## config.mk

```make
export PLATFORM = sky130hd
export DESIGN_NAME = axi_downsizer
export DESIGN_NICKNAME = d
export VERILOG_FILES = /design/src/hw/axi_dw_cfg_pkg.sv /design/src/hw/axi_dw_chan_pkg.sv /design/src/hw/axi_downsizer.sv /design/src/hw/axi_dw_r_packer.sv /design/src/hw/axi_dw_w_splitter.sv /design/src/hw/axi_dw_addr_conv.sv
export SDC_FILE = /design/constraint.sdc
export NUM_CORES = 1
export LEC_CHECK = 0
export BUFFER_PORTS_ARGS = -buffer_cell sky130_fd_sc_hd__buf_2
export CELL_PAD_IN_SITES_DETAIL_PLACEMENT = 1
export CELL_PAD_IN_SITES_GLOBAL_PLACEMENT = 1
export CORE_AREA = 2 2 244 246
export DETAILED_ROUTE_END_ITERATION = 10
export DIE_AREA = 0 0 246 248
export PLACE_DENSITY = 0.48
export SYNTH_ARGS = -nofsm -noshare
export SYNTH_HDL_FRONTEND = slang
export SYNTH_SLANG_ARGS = --single-unit
export TNS_END_PERCENT = 5
```

## constraint.sdc

```tcl
create_clock -name clk_i -period 1.8 [get_ports clk_i]
set_input_delay 0.27 -clock clk_i [delete_from_list [all_inputs] [get_ports clk_i]]
set_output_delay 0.27 -clock clk_i [all_outputs]
set_load 0.1 [all_outputs]
```

## src/hw/axi_dw_cfg_pkg.sv

```systemverilog
// AXI downsizer configuration with bus widths, width ratio and AXI encodings
package axi_dw_cfg_pkg;

    //////////////////////////////
    // Bus widths
    //////////////////////////////

    // Address and side-band widths, same on both ports
    localparam int unsigned addr_width = 32;
    localparam int unsigned id_width   = 4;
    localparam int unsigned user_width = 4;

    // Slave port is wide, master port is narrow
    localparam int unsigned wide_data_width   = 128;
    localparam int unsigned narrow_data_width = 32;

    // One strobe bit per byte lane
    localparam int unsigned narrow_strb_width = narrow_data_width / 8;

    //////////////////////////////
    // Width ratio
    //////////////////////////////

    // Narrow words per wide word
    localparam int unsigned ratio          = wide_data_width / narrow_data_width;
    localparam int unsigned word_sel_width = $clog2(ratio);

    // Longest wide burst whose narrow len still fits 8 bits
    localparam int unsigned max_wide_len = 256 / ratio - 1;

    // Size code of narrow beats, log2 of bytes per beat
    localparam int unsigned narrow_size = $clog2(narrow_data_width / 8);

    //////////////////////////////
    // AXI encodings
    //////////////////////////////

    // Response codes in numeric order
    typedef enum logic [1:0] {
        resp_okay   = 2'b00,
        resp_exokay = 2'b01,
        resp_slverr = 2'b10,
        resp_decerr = 2'b11
    } resp_t;

    // Incrementing burst
    localparam logic [1:0] burst_incr = 2'b01;

endpackage
```

## src/hw/axi_dw_chan_pkg.sv

```systemverilog
// AXI downsizer channel payloads for the wide slave port and the narrow master port
package axi_dw_chan_pkg;

    //////////////////////////////
    // Address channels
    //////////////////////////////

    // Shared by AW and AR on both ports
    typedef struct packed {
        logic [axi_dw_cfg_pkg::id_width-1:0]   id;
        logic [axi_dw_cfg_pkg::addr_width-1:0] addr;
        // Beats minus one
        logic [7:0]                            len;
        // log2 of bytes per beat
        logic [2:0]                            size;
        logic [1:0]                            burst;
        logic [axi_dw_cfg_pkg::user_width-1:0] user;
    } addr_chan_t;

    //////////////////////////////
    // Write data
    //////////////////////////////

    // Wide beat, already split into narrow words
    typedef struct packed {
        logic [axi_dw_cfg_pkg::ratio-1:0][axi_dw_cfg_pkg::narrow_data_width-1:0] data;
        logic [axi_dw_cfg_pkg::ratio-1:0][axi_dw_cfg_pkg::narrow_strb_width-1:0] strb;
        logic                                                                    last;
        logic [axi_dw_cfg_pkg::user_width-1:0]                                   user;
    } wide_w_t;

    // Narrow beat on the master port
    typedef struct packed {
        logic [axi_dw_cfg_pkg::narrow_data_width-1:0] data;
        logic [axi_dw_cfg_pkg::narrow_strb_width-1:0] strb;
        logic                                         last;
        logic [axi_dw_cfg_pkg::user_width-1:0]        user;
    } narrow_w_t;

    //////////////////////////////
    // Read data
    //////////////////////////////

    // Word 0 holds the first narrow beat
    typedef struct packed {
        logic [axi_dw_cfg_pkg::ratio-1:0][axi_dw_cfg_pkg::narrow_data_width-1:0] data;
        axi_dw_cfg_pkg::resp_t                                                   resp;
        logic                                                                    last;
        logic [axi_dw_cfg_pkg::id_width-1:0]                                     id;
        logic [axi_dw_cfg_pkg::user_width-1:0]                                   user;
    } wide_r_t;

    typedef struct packed {
        logic [axi_dw_cfg_pkg::narrow_data_width-1:0] data;
        axi_dw_cfg_pkg::resp_t                        resp;
        logic                                         last;
        logic [axi_dw_cfg_pkg::id_width-1:0]          id;
        logic [axi_dw_cfg_pkg::user_width-1:0]        user;
    } narrow_r_t;

    //////////////////////////////
    // Write response
    //////////////////////////////

    // Same on both ports
    typedef struct packed {
        axi_dw_cfg_pkg::resp_t                 resp;
        logic [axi_dw_cfg_pkg::id_width-1:0]   id;
        logic [axi_dw_cfg_pkg::user_width-1:0] user;
    } b_chan_t;

endpackage

```

## src/hw/axi_downsizer.sv

```systemverilog
// AXI4 downsizer from a 128-bit slave port to a 32-bit master port
`timescale 1ns/1ps

module axi_downsizer
(
    input  logic                        clk_i,
    input  logic                        rst_ni,

    //////////////////////////////
    // Slave port, wide
    //////////////////////////////

    input  axi_dw_chan_pkg::addr_chan_t slv_aw_i,
    input  logic                        slv_aw_valid_i,
    output logic                        slv_aw_ready_o,

    input  axi_dw_chan_pkg::wide_w_t    slv_w_i,
    input  logic                        slv_w_valid_i,
    output logic                        slv_w_ready_o,

    output axi_dw_chan_pkg::b_chan_t    slv_b_o,
    output logic                        slv_b_valid_o,
    input  logic                        slv_b_ready_i,

    input  axi_dw_chan_pkg::addr_chan_t slv_ar_i,
    input  logic                        slv_ar_valid_i,
    output logic                        slv_ar_ready_o,

    output axi_dw_chan_pkg::wide_r_t    slv_r_o,
    output logic                        slv_r_valid_o,
    input  logic                        slv_r_ready_i,

    //////////////////////////////
    // Master port, narrow
    //////////////////////////////

    output axi_dw_chan_pkg::addr_chan_t mst_aw_o,
    output logic                        mst_aw_valid_o,
    input  logic                        mst_aw_ready_i,

    output axi_dw_chan_pkg::narrow_w_t  mst_w_o,
    output logic                        mst_w_valid_o,
    input  logic                        mst_w_ready_i,

    input  axi_dw_chan_pkg::b_chan_t    mst_b_i,
    input  logic                        mst_b_valid_i,
    output logic                        mst_b_ready_o,

    output axi_dw_chan_pkg::addr_chan_t mst_ar_o,
    output logic                        mst_ar_valid_o,
    input  logic                        mst_ar_ready_i,

    input  axi_dw_chan_pkg::narrow_r_t  mst_r_i,
    input  logic                        mst_r_valid_i,
    output logic                        mst_r_ready_o
);

    // Write address
    axi_dw_addr_conv u_aw_conv (
        .clk_i       (clk_i),
        .rst_ni      (rst_ni),
        .req_i       (slv_aw_i),
        .req_valid_i (slv_aw_valid_i),
        .req_ready_o (slv_aw_ready_o),
        .req_o       (mst_aw_o),
        .req_valid_o (mst_aw_valid_o),
        .req_ready_i (mst_aw_ready_i)
    );

    // Read address
    axi_dw_addr_conv u_ar_conv (
        .clk_i       (clk_i),
        .rst_ni      (rst_ni),
        .req_i       (slv_ar_i),
        .req_valid_i (slv_ar_valid_i),
        .req_ready_o (slv_ar_ready_o),
        .req_o       (mst_ar_o),
        .req_valid_o (mst_ar_valid_o),
        .req_ready_i (mst_ar_ready_i)
    );

    // Write data, zero latency
    axi_dw_w_splitter u_w_splitter (
        .clk_i          (clk_i),
        .rst_ni         (rst_ni),
        .wide_i         (slv_w_i),
        .wide_valid_i   (slv_w_valid_i),
        .wide_ready_o   (slv_w_ready_o),
        .narrow_o       (mst_w_o),
        .narrow_valid_o (mst_w_valid_o),
        .narrow_ready_i (mst_w_ready_i)
    );

    // Read data, one cycle latency
    axi_dw_r_packer u_r_packer (
        .clk_i          (clk_i),
        .rst_ni         (rst_ni),
        .narrow_i       (mst_r_i),
        .narrow_valid_i (mst_r_valid_i),
        .narrow_ready_o (mst_r_ready_o),
        .wide_o         (slv_r_o),
        .wide_valid_o   (slv_r_valid_o),
        .wide_ready_i   (slv_r_ready_i)
    );

    // Write response is width independent
    assign slv_b_o       = mst_b_i;
    assign slv_b_valid_o = mst_b_valid_i;
    assign mst_b_ready_o = slv_b_ready_i;

endmodule

```

## src/hw/axi_dw_r_packer.sv

```systemverilog
// Read data packer that gathers ratio narrow beats into one wide beat
`timescale 1ns/1ps

module axi_dw_r_packer
(
    input  logic                       clk_i,
    input  logic                       rst_ni,

    // Narrow read beats from the master port
    input  axi_dw_chan_pkg::narrow_r_t narrow_i,
    input  logic                       narrow_valid_i,
    output logic                       narrow_ready_o,

    // Wide read beats to the slave port
    output axi_dw_chan_pkg::wide_r_t   wide_o,
    output logic                       wide_valid_o,
    input  logic                       wide_ready_i
);

    localparam int unsigned sel_w = axi_dw_cfg_pkg::word_sel_width;
    localparam int unsigned ratio = axi_dw_cfg_pkg::ratio;
    localparam int unsigned nw    = axi_dw_cfg_pkg::narrow_data_width;

    typedef enum logic {
        st_collect,
        st_dispatch
    } state_t;

    state_t state_q, state_d;

    // Next narrow word slot
    logic [sel_w-1:0] word_q;
    logic             first_word;
    logic             last_word;
    logic             take;

    // Wide beat under assembly
    logic [ratio-1:0][nw-1:0]                    data_q;
    axi_dw_cfg_pkg::resp_t                       resp_q;
    logic [axi_dw_cfg_pkg::id_width-1:0]         id_q;
    logic [axi_dw_cfg_pkg::user_width-1:0]       user_q;
    logic                                        last_q;

    assign first_word = (word_q == '0);
    assign last_word  = &word_q;

    // Accept while collecting, or while the full beat leaves
    assign narrow_ready_o = (state_q == st_collect) || wide_ready_i;
    assign take           = narrow_valid_i && narrow_ready_o;

    //////////////////////////////
    // Control
    //////////////////////////////

    always_comb
    begin
        state_d = state_q;
        case (state_q)
            st_collect:
            begin
                // Top word completes the wide beat
                if (take && last_word)
                begin
                    state_d = st_dispatch;
                end
            end
            st_dispatch:
            begin
                if (wide_ready_i)
                begin
                    state_d = st_collect;
                end
            end
            default:
            begin
                state_d = st_collect;
            end
        endcase
    end

    always_ff @(posedge clk_i or negedge rst_ni)
    begin
        if (!rst_ni)
        begin
            state_q <= st_collect;
            word_q  <= '0;
        end
        else
        begin
            state_q <= state_d;
            if (take)
            begin
                word_q <= word_q + 1'b1;
            end
        end
    end

    //////////////////////////////
    // Payload
    //////////////////////////////

    always_ff @(posedge clk_i)
    begin
        if (take)
        begin
            data_q[word_q] <= narrow_i.data;
            // First word restarts the running maximum
            if (first_word || (narrow_i.resp > resp_q))
            begin
                resp_q <= narrow_i.resp;
            end
            // Id, user and last come from the top word
            if (last_word)
            begin
                id_q   <= narrow_i.id;
                user_q <= narrow_i.user;
                last_q <= narrow_i.last;
            end
        end
    end

    always_comb
    begin
        wide_o.data = data_q;
        wide_o.resp = resp_q;
        wide_o.last = last_q;
        wide_o.id   = id_q;
        wide_o.user = user_q;
    end

    assign wide_valid_o = (state_q == st_dispatch);

    // Offered wide beat stays, payload untouched, until taken
    a_valid_held : assert property (@(posedge clk_i) disable iff (!rst_ni)
        wide_valid_o && !wide_ready_i |=> wide_valid_o && $stable(wide_o))
        else $error("r_packer: wide beat dropped or changed before ready");

endmodule

```

## src/hw/axi_dw_w_splitter.sv

```systemverilog
// Write data splitter that cuts each wide beat into ratio narrow beats, low word first
`timescale 1ns/1ps

module axi_dw_w_splitter
(
    input  logic                       clk_i,
    input  logic                       rst_ni,

    // Wide write beats from the slave port
    input  axi_dw_chan_pkg::wide_w_t   wide_i,
    input  logic                       wide_valid_i,
    output logic                       wide_ready_o,

    // Narrow write beats to the master port
    output axi_dw_chan_pkg::narrow_w_t narrow_o,
    output logic                       narrow_valid_o,
    input  logic                       narrow_ready_i
);

    localparam int unsigned sel_w = axi_dw_cfg_pkg::word_sel_width;

    // Word currently offered on the narrow side
    logic [sel_w-1:0] word_q;
    logic             last_word;

    // Ratio is a power of two, so all ones marks the top word
    assign last_word = &word_q;

    //////////////////////////////
    // Word counter
    //////////////////////////////

    // Advances per narrow handshake, wraps by overflow
    always_ff @(posedge clk_i or negedge rst_ni)
    begin
        if (!rst_ni)
        begin
            word_q <= '0;
        end
        else if (wide_valid_i && narrow_ready_i)
        begin
            word_q <= word_q + 1'b1;
        end
    end

    //////////////////////////////
    // Narrow beat
    //////////////////////////////

    always_comb
    begin
        narrow_o.data = wide_i.data[word_q];
        narrow_o.strb = wide_i.strb[word_q];
        narrow_o.user = wide_i.user;
        // Only the top word of the final wide beat
        narrow_o.last = wide_i.last && last_word;
    end

    assign narrow_valid_o = wide_valid_i;

    // Wide beat consumed together with its top word
    assign wide_ready_o = last_word && narrow_ready_i;

    // Sender must hold a stalled wide beat untouched
    a_wide_stable : assert property (@(posedge clk_i) disable iff (!rst_ni)
        wide_valid_i && !wide_ready_o |=> wide_valid_i && $stable(wide_i))
        else $error("w_splitter: wide beat changed while stalled");

endmodule

```

## src/hw/axi_dw_addr_conv.sv

```systemverilog
// Address converter that rewrites a wide AW or AR request into a narrow-beat request
`timescale 1ns/1ps

module axi_dw_addr_conv
(
    // Clock and reset only sample the checks
    input  logic                        clk_i,
    input  logic                        rst_ni,

    // Wide side
    input  axi_dw_chan_pkg::addr_chan_t req_i,
    input  logic                        req_valid_i,
    output logic                        req_ready_o,

    // Narrow side
    output axi_dw_chan_pkg::addr_chan_t req_o,
    output logic                        req_valid_o,
    input  logic                        req_ready_i
);

    localparam int unsigned sel_w = axi_dw_cfg_pkg::word_sel_width;
    localparam int unsigned nsize = axi_dw_cfg_pkg::narrow_size;

    //////////////////////////////
    // Request rewrite
    //////////////////////////////

    always_comb
    begin
        // Id, user and burst copied as they are
        req_o = req_i;
        // (len + 1) * ratio - 1, low bits all ones
        req_o.len = {req_i.len[7-sel_w:0], {sel_w{1'b1}}};
        // Narrow beat size
        req_o.size = 3'(nsize);
        // Align to narrow word
        req_o.addr[nsize-1:0] = '0;
    end

    // Handshake passes straight through
    assign req_valid_o = req_valid_i;
    assign req_ready_o = req_ready_i;

    //////////////////////////////
    // Checks
    //////////////////////////////

    // Upstream must only issue INCR bursts
    a_incr_only : assert property (@(posedge clk_i) disable iff (!rst_ni)
        req_valid_i |-> req_i.burst == axi_dw_cfg_pkg::burst_incr)
        else $error("addr_conv: non-INCR burst requested");

    // Longer bursts would overflow the narrow len field
    a_len_limit : assert property (@(posedge clk_i) disable iff (!rst_ni)
        req_valid_i |-> req_i.len <= 8'(axi_dw_cfg_pkg::max_wide_len))
        else $error("addr_conv: wide burst too long");

endmodule

```

==> flow_summary.ini, run 1 <==
[status]
status = finished with violations
failed_checks = setup timing

[cells_and_area]
layout_commonest_cell = buf_2
final_core_util = 0.165
syn_to_final_growth_pct = 50.4
drive_above_1_share = 0.703
final_cell_mix = 334 x buf_2, 139 x edfxtp_1, 33 x mux4_2
fin_cells = 1440
fillers = 6666
final_nets = 977

[setup_path]
worst_setup_path_end_kind = output port
crit_arrival_ps = 1890
worst_path_max_delay_cell = mux4_2
required_ps = 1530
cpPeakStageDelay_ps = 500
path_cells = buf_4, clkbuf_16, mux4_2, buf_6
critical_path_class = reg2out
critical_path.startpoint_type = flop
timing.critical_path.fanout_max = 5

[yosys]
synth-seq-cells = 144
yosysWarnings = 0
yosysTopAreaCellShare = 0.649
ys_top_cells_by_area = edfxtp_1 65%, buf_4 15%, mux4_2 10%, mux4_1 2.9%, dfrtp_1 1.9%
synth_area_sq_mm = 0.00643
yosysUniqueCellTypes = 22
syn_avg_cell_area_sq_um = 18.4
synth-xor-area-share = 0.00272
synthAdderAreaFrac = 0.0136
synth_cells = 349
synth_top_family_by_area = buffers and inverters
synth.area.mux_share = 0.132
yosys.area.top_type = edfxtp_1
yosys.area_share.simple = 0.0117
ys_seq_area_frac = 0.669
synth_compound_area_frac = 0.00409

[timing]
final-hold-violation-count = 0
slew_viol_final = 0
timing.hold.ws_ps = 40.7
worst_pin_slew_ps = 544
fmax_mhz = 462
setup_ws_ps = -364
fin_crit_ps = 2160
fin_worst_skew_ps = 17.6
rsz0062_at_grt = true
slew-limit-headroom = 0.640
setup_viol = 38
fin_crit_sh = 1.20

[clocking]
htreeDepth = 4
cts_tree = done
cts.path.max_buffers = 2
root_buffer = clkbuf_16
clock_latency_ps = 450
cts_sinks = 144
cts_buffers = 17
path_clk_slew_ps = 70

[worst_hold_path]
hp-class = in2reg

[detailed_routing]
firstDrtPassIters = 4
wl_met1_mm = 9.96
highest_layer = met5
wl_per_cell_microns = 18.5
drt_wl_total_mm = 26.6
first_iter_violations = 129
wl_met3_mm = 3.40
route.detailed.drc = 0
vias = 4236
vias_per_cell = 2.94
met2_wirelength_mm = 12.3
antenna_left = 0

[power]
ir_drop_mv = 0.925
p_sw_uw = 10800
power_density_mw_per_mm2 = 2080
sequentialPowerShare = 0.227
p_leak_uw = 0.00382
p_clk_frac = 0.177
report.power.total_uw = 20100
p_comb_frac = 0.596
p_sw_frac = 0.536
intPower_uw = 9340

[place]
port_buffers = 373
dp_hpwl_mm = 21.9
dpl.cell_count = 1385
gp_congestion = 0.770

[global_route]
antenna_found_initial = 20
grt_first_pass_wirelength_mm = 34.6
grt_util_all_layers = 0.0843
grt_max_degree = 39
overflow = 0
grt_pass1_vias = 4316

[floorplanning]
io-pin-count = 626
coreArea_sq_mm = 0.0585
start_util = 0.110
die_w_microns = 246
die_y_microns = 248
rows = 89
die_area_sq_mm = 0.0610

[flow_run]
drv_cap = 0
==> area by class of cell <==
class	instances	area (sq um)	share of cell area
antenna	4	10.0	0.00104
clock buffer	17	425	0.0440
clock inverter	15	153	0.0158
inverter	4	15.0	0.00155
multi-input combinational	77	1120	0.116
sequential	144	4300	0.445
tap	773	967	0.100
timing repair buffer	406	2670	0.276
==> cell usage after synthesis (all sizes together) <==
| master | count |
|---|---|
| edfxtp | 139 |
| buf | 136 |
| mux4 | 36 |
| ha | 7 |
| and3 | 5 |
| dfrtp | 5 |
| inv | 4 |
| and2 | 3 |
| conb | 2 |
| nand2 | 2 |
| o21ai | 2 |
| xnor2 | 2 |
| a2bb2oi | 1 |
| mux2 | 1 |
| nand2b | 1 |
| nand3 | 1 |
| nor2b | 1 |
| o21a | 1 |
==> repair_timing <==
| action | 4_1_cts | 5_1_grt |
|---|---|---|
| hold buffers | 15 | 0 |
| endpoints found under the hold margin | 21 | 0 |
| buffers inserted | 1 | 2 |
| setup endpoints to repair | 39 | 40 |
| pin swaps | 0 | 0 |
| cloned | 1 | 1 |
| gates resized for setup | 52 | 6 |
==> stage by stage <==
| step | instance area (sq um) | setup WS [ps] | TNS (ps) |
|---|---|---|---|
| detailed placement | 8720 | 7.39 | 0 |
| global route | 9660 | -434 | -14610 |
| CTS | 9640 | -452 | -14430 |
| finish | 9670 | -364 | -11540 |
| global placement | 8720 | 0.538 | 0 |
| floorplan | 6500 | -232 | -1390 |
==> flip-flops by register name, indices dropped and copies added (netlist names) <==
| register | flops |
|---|---|
| u_r_packer.id_q | 4 |
| u_r_packer.last_q | 1 |
| u_r_packer.resp_q | 2 |
| u_r_packer.user_q | 4 |
| u_r_packer.wide_o | 128 |
| u_r_packer.wide_valid_o | 1 |
| u_r_packer.word_q | 2 |
| u_w_splitter.word_q | 2 |
==> final timing paths <==
kind / end / depth (start not counted) / from / slack, ps
max in group asynchronous: u_w_splitter.word_q[1] / 2 / rst_ni / 1430
setup reg to reg: u_r_packer.wide_o[74] / 4 / u_r_packer.word_q[1] / 220
setup / recovery: mst_w_o[13] / 4 / u_w_splitter.word_q[0] / -360
min in group asynchronous: u_r_packer.word_q[0] / 2 / rst_ni / 200
hold reg to reg: u_r_packer.wide_valid_o / 1 / u_r_packer.wide_valid_o / 550
hold / removal: u_r_packer.wide_o[64] / 1 / mst_r_i[32] / 40
==> kinds of logic (layout without fill, tap and decap cells) <==
| group | Yosys count | count (layout) |
|---|---|---|
| other | 2 | 18 |
| buffers and inverters | 140 | 442 |
| XOR/XNOR | 2 | 2 |
| adder cells (fa/ha/maj) | 7 | 7 |
| AO/OA/AOI/OAI | 4 | 4 |
| flip-flops | 144 | 144 |
| multiplexers | 37 | 37 |
| AND/OR/NAND/NOR | 13 | 13 |
==> power groups by stage <==
stage	Sequential [uW]	Combinational, uW	Clock, uW
floorplan	7940	6740	0
global placement	4630	11400	0
detailed placement	4640	11400	0
CTS	4580	12100	3730
global route	4620	12400	3850
finish	4570	12000	3560
==> worst max-delay path, delay by kind of cell (launching register included) <==
family   cells  cell delay, ps
mux          1             500
buf+inv      3             510
flops        1             430
==> layer usage <==
layer / track usage / up-vias
met4: 0.0422 / 14
met5: 0 / -
li1: - / 1789
met2: 0.132 / 332
met1: 0.0924 / 2005
met3: 0.0458 / 96
No activity file was read; power rests on OpenSTA's default activity.
==> inputs of run 2 (changes only) <==
Settings changed: SKIP_LAST_GASP set to 1.
==> flow_summary.ini, run 2 (synthesis results as in run 1) <==
[cells_and_area]
largest_register_ffs = 128
final_nets = 974
multi_input_area_sq_mm = 0.00113
drive_above_1_share = 0.697
fillers = 6676
final_core_util = 0.164
layout_commonest_cell = buf_2
final_cell_mix = 337 x buf_2, 139 x edfxtp_1, 31 x mux4_2
fin_cells = 1438
seq_area_sq_mm = 0.00430
syn_to_final_growth_pct = 49.1

[timing]
rsz0062_at_grt = true
slew-limit-headroom = 0.638
final-hold-violation-count = 0
setup_ws_ps = -391
fin_crit_sh = 1.22
setup-tns-final_ps = -12260
slew_viol_final = 0
fmax_mhz = 456
fin_worst_skew_ps = 18.1
setup_viol = 38
worst_pin_slew_ps = 547
fin_crit_ps = 2190

[detailed_routing]
wl_per_cell_microns = 18.5
first_iter_violations = 131
antenna_left = 0
vias_per_cell = 2.95
drt_wl_total_mm = 26.5
route.detailed.drc = 0
firstDrtPassIters = 4
vias = 4246

[floorplanning]
die_w_microns = 246
coreArea_sq_mm = 0.0585
start_util = 0.110
io-pin-count = 626
die_y_microns = 248
die_area_sq_mm = 0.0610
rows = 89

[setup_path]
cpPeakStageDelay_ps = 520
critical_path.startpoint_type = flop
path_cells = buf_12, mux4_2, clkbuf_4
worst_path_max_delay_cell = mux4_2
critical_path_class = reg2out
required_ps = 1530
worst_setup_path_end_kind = output port
crit_arrival_ps = 1920
timing.critical_path.fanout_max = 11

[global_route]
busiest_layer = met2
grt_util_met1 = 0.0918
grt_pass1_vias = 4305
grt_util_met2 = 0.133
grt_max_degree = 39
antenna_found_initial = 20
overflow = 0
grt_util_all_layers = 0.0843
met3_usage = 0.0458
grt_first_pass_wirelength_mm = 34.6

[flow_run]
drv_cap = 0

[power]
report.power.total_uw = 19900
ir_drop_mv = 0.960
p_leak_uw = 0.00379
power_density_mw_per_mm2 = 2070

[clocking]
root_buffer = clkbuf_16
cts.path.max_buffers = 2
path_clk_slew_ps = 70
cts_buffers = 17
htreeDepth = 4
cts_tree = done
clock_latency_ps = 450
cts_sinks = 144

[status]
status = finished with violations
failed_checks = setup timing

[place]
dp_hpwl_mm = 21.9
port_buffers = 373
pre_cts_ws_ps = 7.39
gp_congestion = 0.770
dpl.cell_count = 1385

[worst_hold_path]
hp-class = in2reg
## run 2: cell types whose count changed in the layout (fill, tap and decap cells not counted)
cell,delta
o21a_2,-1
clkbuf_16,-1
mux4_1,+2
clkbuf_4,+5
buf_2,+3
buf_8,-2
mux4_2,-2
diode_2,+1
buf_6,-8
o21a_1,+1
## run 2: cell type report
cell class	instances	area share
Clock buffer	17	0.0444
Antenna cell	5	0.00131
Sequential cell	144	0.449
Inverter	4	0.00157
Tap cell	773	0.101
Multi-Input combinational cell	77	0.118
Clock inverter	15	0.0159
Timing Repair Buffer	403	0.269
## run 2: through the flow
stage / hold slack [ps] / area [sq um]
floorplan: -25.6 / 6500
global placement: 118 / 8720
detailed placement: 115 / 8720
CTS: 2.71 / 9550
global route: 22.3 / 9570
finish: 40.3 / 9580
## run 2: final timing paths
check                                         from                 endpoint  slack (ps)  cells after the start
max                         u_w_splitter.word_q[0]              mst_w_o[15]        -390                      3
min in group asynchronous                   rst_ni     u_r_packer.word_q[0]         180                      2
min                                    mst_r_i[32]    u_r_packer.wide_o[64]          40                      1
max reg2reg                   u_r_packer.resp_q[1]     u_r_packer.resp_q[0]         170                      6
max in group asynchronous                   rst_ni  u_r_packer.wide_valid_o        1450                      2
min reg2reg                u_r_packer.wide_valid_o  u_r_packer.wide_valid_o         550                      1
## run 2: timing repair
item | 4_1_cts | 5_1_grt
buffers inserted | 1 | 0
resized for setup | 22 | 20
gates cloned | 1 | 0
endpoints found under the hold margin | 21 | 0
setup endpoints to repair | 39 | 41
hold buffers | 15 | 0
## run 2: metal layers
| metal | wire [microns] | part of all wire | vias up |
|---|---|---|---|
| li1 | - | - | 1786 |
| met1 | 9860 | 0.37 | 2027 |
| met2 | 12300 | 0.46 | 325 |
| met3 | 3360 | 0.13 | 94 |
| met4 | 932 | 0.035 | 14 |
| met5 | 97 | 0.0037 | - |
## run 2: power breakdown
part / switching [uW] / leakage [uW] / internal (uW) / total (uW)
clock network: 1620 / 0.000265 / 1940 / 3570
logic: 8920 / 0.00219 / 2800 / 11700
registers: 185 / 0.00133 / 4380 / 4570
## run 2: critical path: cells and delay by family (launching register included)
kind	cells	cell delay (ps)
buf+inv	2	480
flops	1	450
mux	1	520
==> inputs of run 3 (changes only) <==
Settings changed: CORE_AREA 2 2 244 246 to 2 2 241 243, CTS_CLUSTER_DIAMETER set to 200, DIE_AREA 0 0 246 248 to 0 0 243 245, PLACE_DENSITY 0.48 to 0.47.
Clock period 1.8 ns to 2.3 ns, I/O delays scaled along.
==> flow_summary.ini, run 3 (synthesis results as in run 1) <==
[status]
status = completed

[cells_and_area]
syn_to_final_growth_pct = 50.8
final_nets = 956
final_area_sq_mm = 0.00969
drive_above_1_share = 0.704
largest_register_ffs = 128
fillers = 6501
layout_commonest_cell = buf_2
final_cell_mix = 335 x buf_2, 139 x edfxtp_1, 45 x buf_12
antennaDiodeCount = 0

[detailed_routing]
first_iter_violations = 135
drt_wl_total_mm = 23.3
firstDrtPassIters = 4
route.detailed.drc = 0
wl_per_cell_microns = 16.5
vias_per_cell = 2.89
antenna_left = 0
vias = 4063

[setup_path]
cpPeakStageDelay_ps = 630
path_buf_inv = 3
critical_path_class = reg2out
required_ps = 1960
path_cells = buf_4, buf_12, mux4_1, buf_12
cp_top_family = multiplexers
path_common_cell = buf_12
worst_setup_path_end_kind = output port
timing.critical_path.fanout_max = 10
worst_path_max_delay_cell = mux4_1
crit_arrival_ps = 1930
critical_path.startpoint_type = flop

[timing]
setup_viol = 0
fmax_mhz = 440
setup-tns-final_ps = 0
final-hold-violation-count = 0
worst_pin_slew_ps = 581
fin_crit_sh = 0.989
slew-limit-headroom = 0.613
fin_worst_skew_ps = 13.7
fin_crit_ps = 2280
slew_viol_final = 0
rsz0062_at_grt = true

[clocking]
cts_buffers = 17
path_clk_slew_ps = 70
htreeDepth = 4
clock_latency_ps = 450
root_buffer = clkbuf_16
cts_tree = done
cts_sinks = 144
cts.path.max_buffers = 2

[worst_hold_path]
hp-class = in2reg

[place]
dp_hpwl_mm = 17.6
placed_area_sq_mm = 0.00895
gp_congestion = 0.701
port_buffers = 373

[power]
intPower_uw = 7990
p_sw_uw = 8420
p_sw_frac = 0.513
p_clk_frac = 0.185
p_leak_uw = 0.00385
sequentialPowerShare = 0.217
power_density_mw_per_mm2 = 1690
report.power.total_uw = 16400
p_comb_frac = 0.599
ir_drop_mv = 0.869

[global_route]
grt_util_met2 = 0.114
antenna_found_initial = 0
overflow = 0
met3_usage = 0.0323
grt_first_pass_wirelength_mm = 31.0
grt_max_degree = 39
busiest_layer = met2
grt_util_met1 = 0.0895
grt_pass1_vias = 4205
grt_util_all_layers = 0.0756

[floorplanning]
start_util = 0.113
rows = 88
die_y_microns = 245
die_w_microns = 243
io-pin-count = 626
die_area_sq_mm = 0.0595
coreArea_sq_mm = 0.0570

[flow_run]
drv_cap = 0
run 3: power groups by stage:
stage	clock (uW)	sequential (uW)	combinational (uW)
finish	3030	3560	9830
global route	3280	3600	10200
CTS	3210	3570	9930
detailed placement	0	3620	9700
global placement	0	3620	9680
floorplan	0	6220	5250
run 3: per-stage QoR:
stage / setup slack (ps) / cells / hold WS, ps / util
6_report: 24.9 / 1407 / 60.0 / 0.170
5_1_grt: -63.1 / 1407 / 12.6 / 0.170
4_1_cts: -41.6 / 1406 / 4.42 / 0.170
3_5_place_dp: 400 / 1369 / 194 / 0.157
3_3_place_gp: 402 / 1369 / 188 / 0.157
2_1_floorplan: 157 / 361 / 49.4 / -
run 3: worst paths after layout:
check	start	end	slack (ps)	depth (start not counted)
worst max-delay path	u_w_splitter.word_q[0]	mst_w_o[29]	20	4
worst min-delay path	mst_r_i[6]	u_r_packer.id_q[2]	60	1
worst max register to register	u_r_packer.wide_valid_o	u_r_packer.id_q[3]	590	3
worst min register to register	u_r_packer.wide_valid_o	u_r_packer.wide_valid_o	500	1
max in group asynchronous	rst_ni	u_w_splitter.word_q[0]	1890	2
min in group asynchronous	rst_ni	u_r_packer.word_q[0]	240	2
run 3: routing by layer:
layer  vias to the layer above  wire length, microns
li1                       1744                     -
met1                      1980                  9490
met2                       259                 10900
met3                        80                  2020
met4                         0                   840
met5                         -                     0
run 3: final cells by class:
class	instances	area, sq um	share of cell area
clock buffer	18	429	0.0443
clock inverter	14	203	0.0209
inverter	4	15.0	0.00155
multi-input combinational	77	1110	0.115
sequential	144	4300	0.444
tap	765	957	0.0988
timing repair buffer	385	2680	0.276
run 3: timing repair:
action                                 CTS  global route
setup endpoints to repair               36            30
buffers inserted                         2             0
resized for setup                        2             1
gates cloned                             2             1
endpoints found under the hold margin    5             0
hold buffers                             1             0
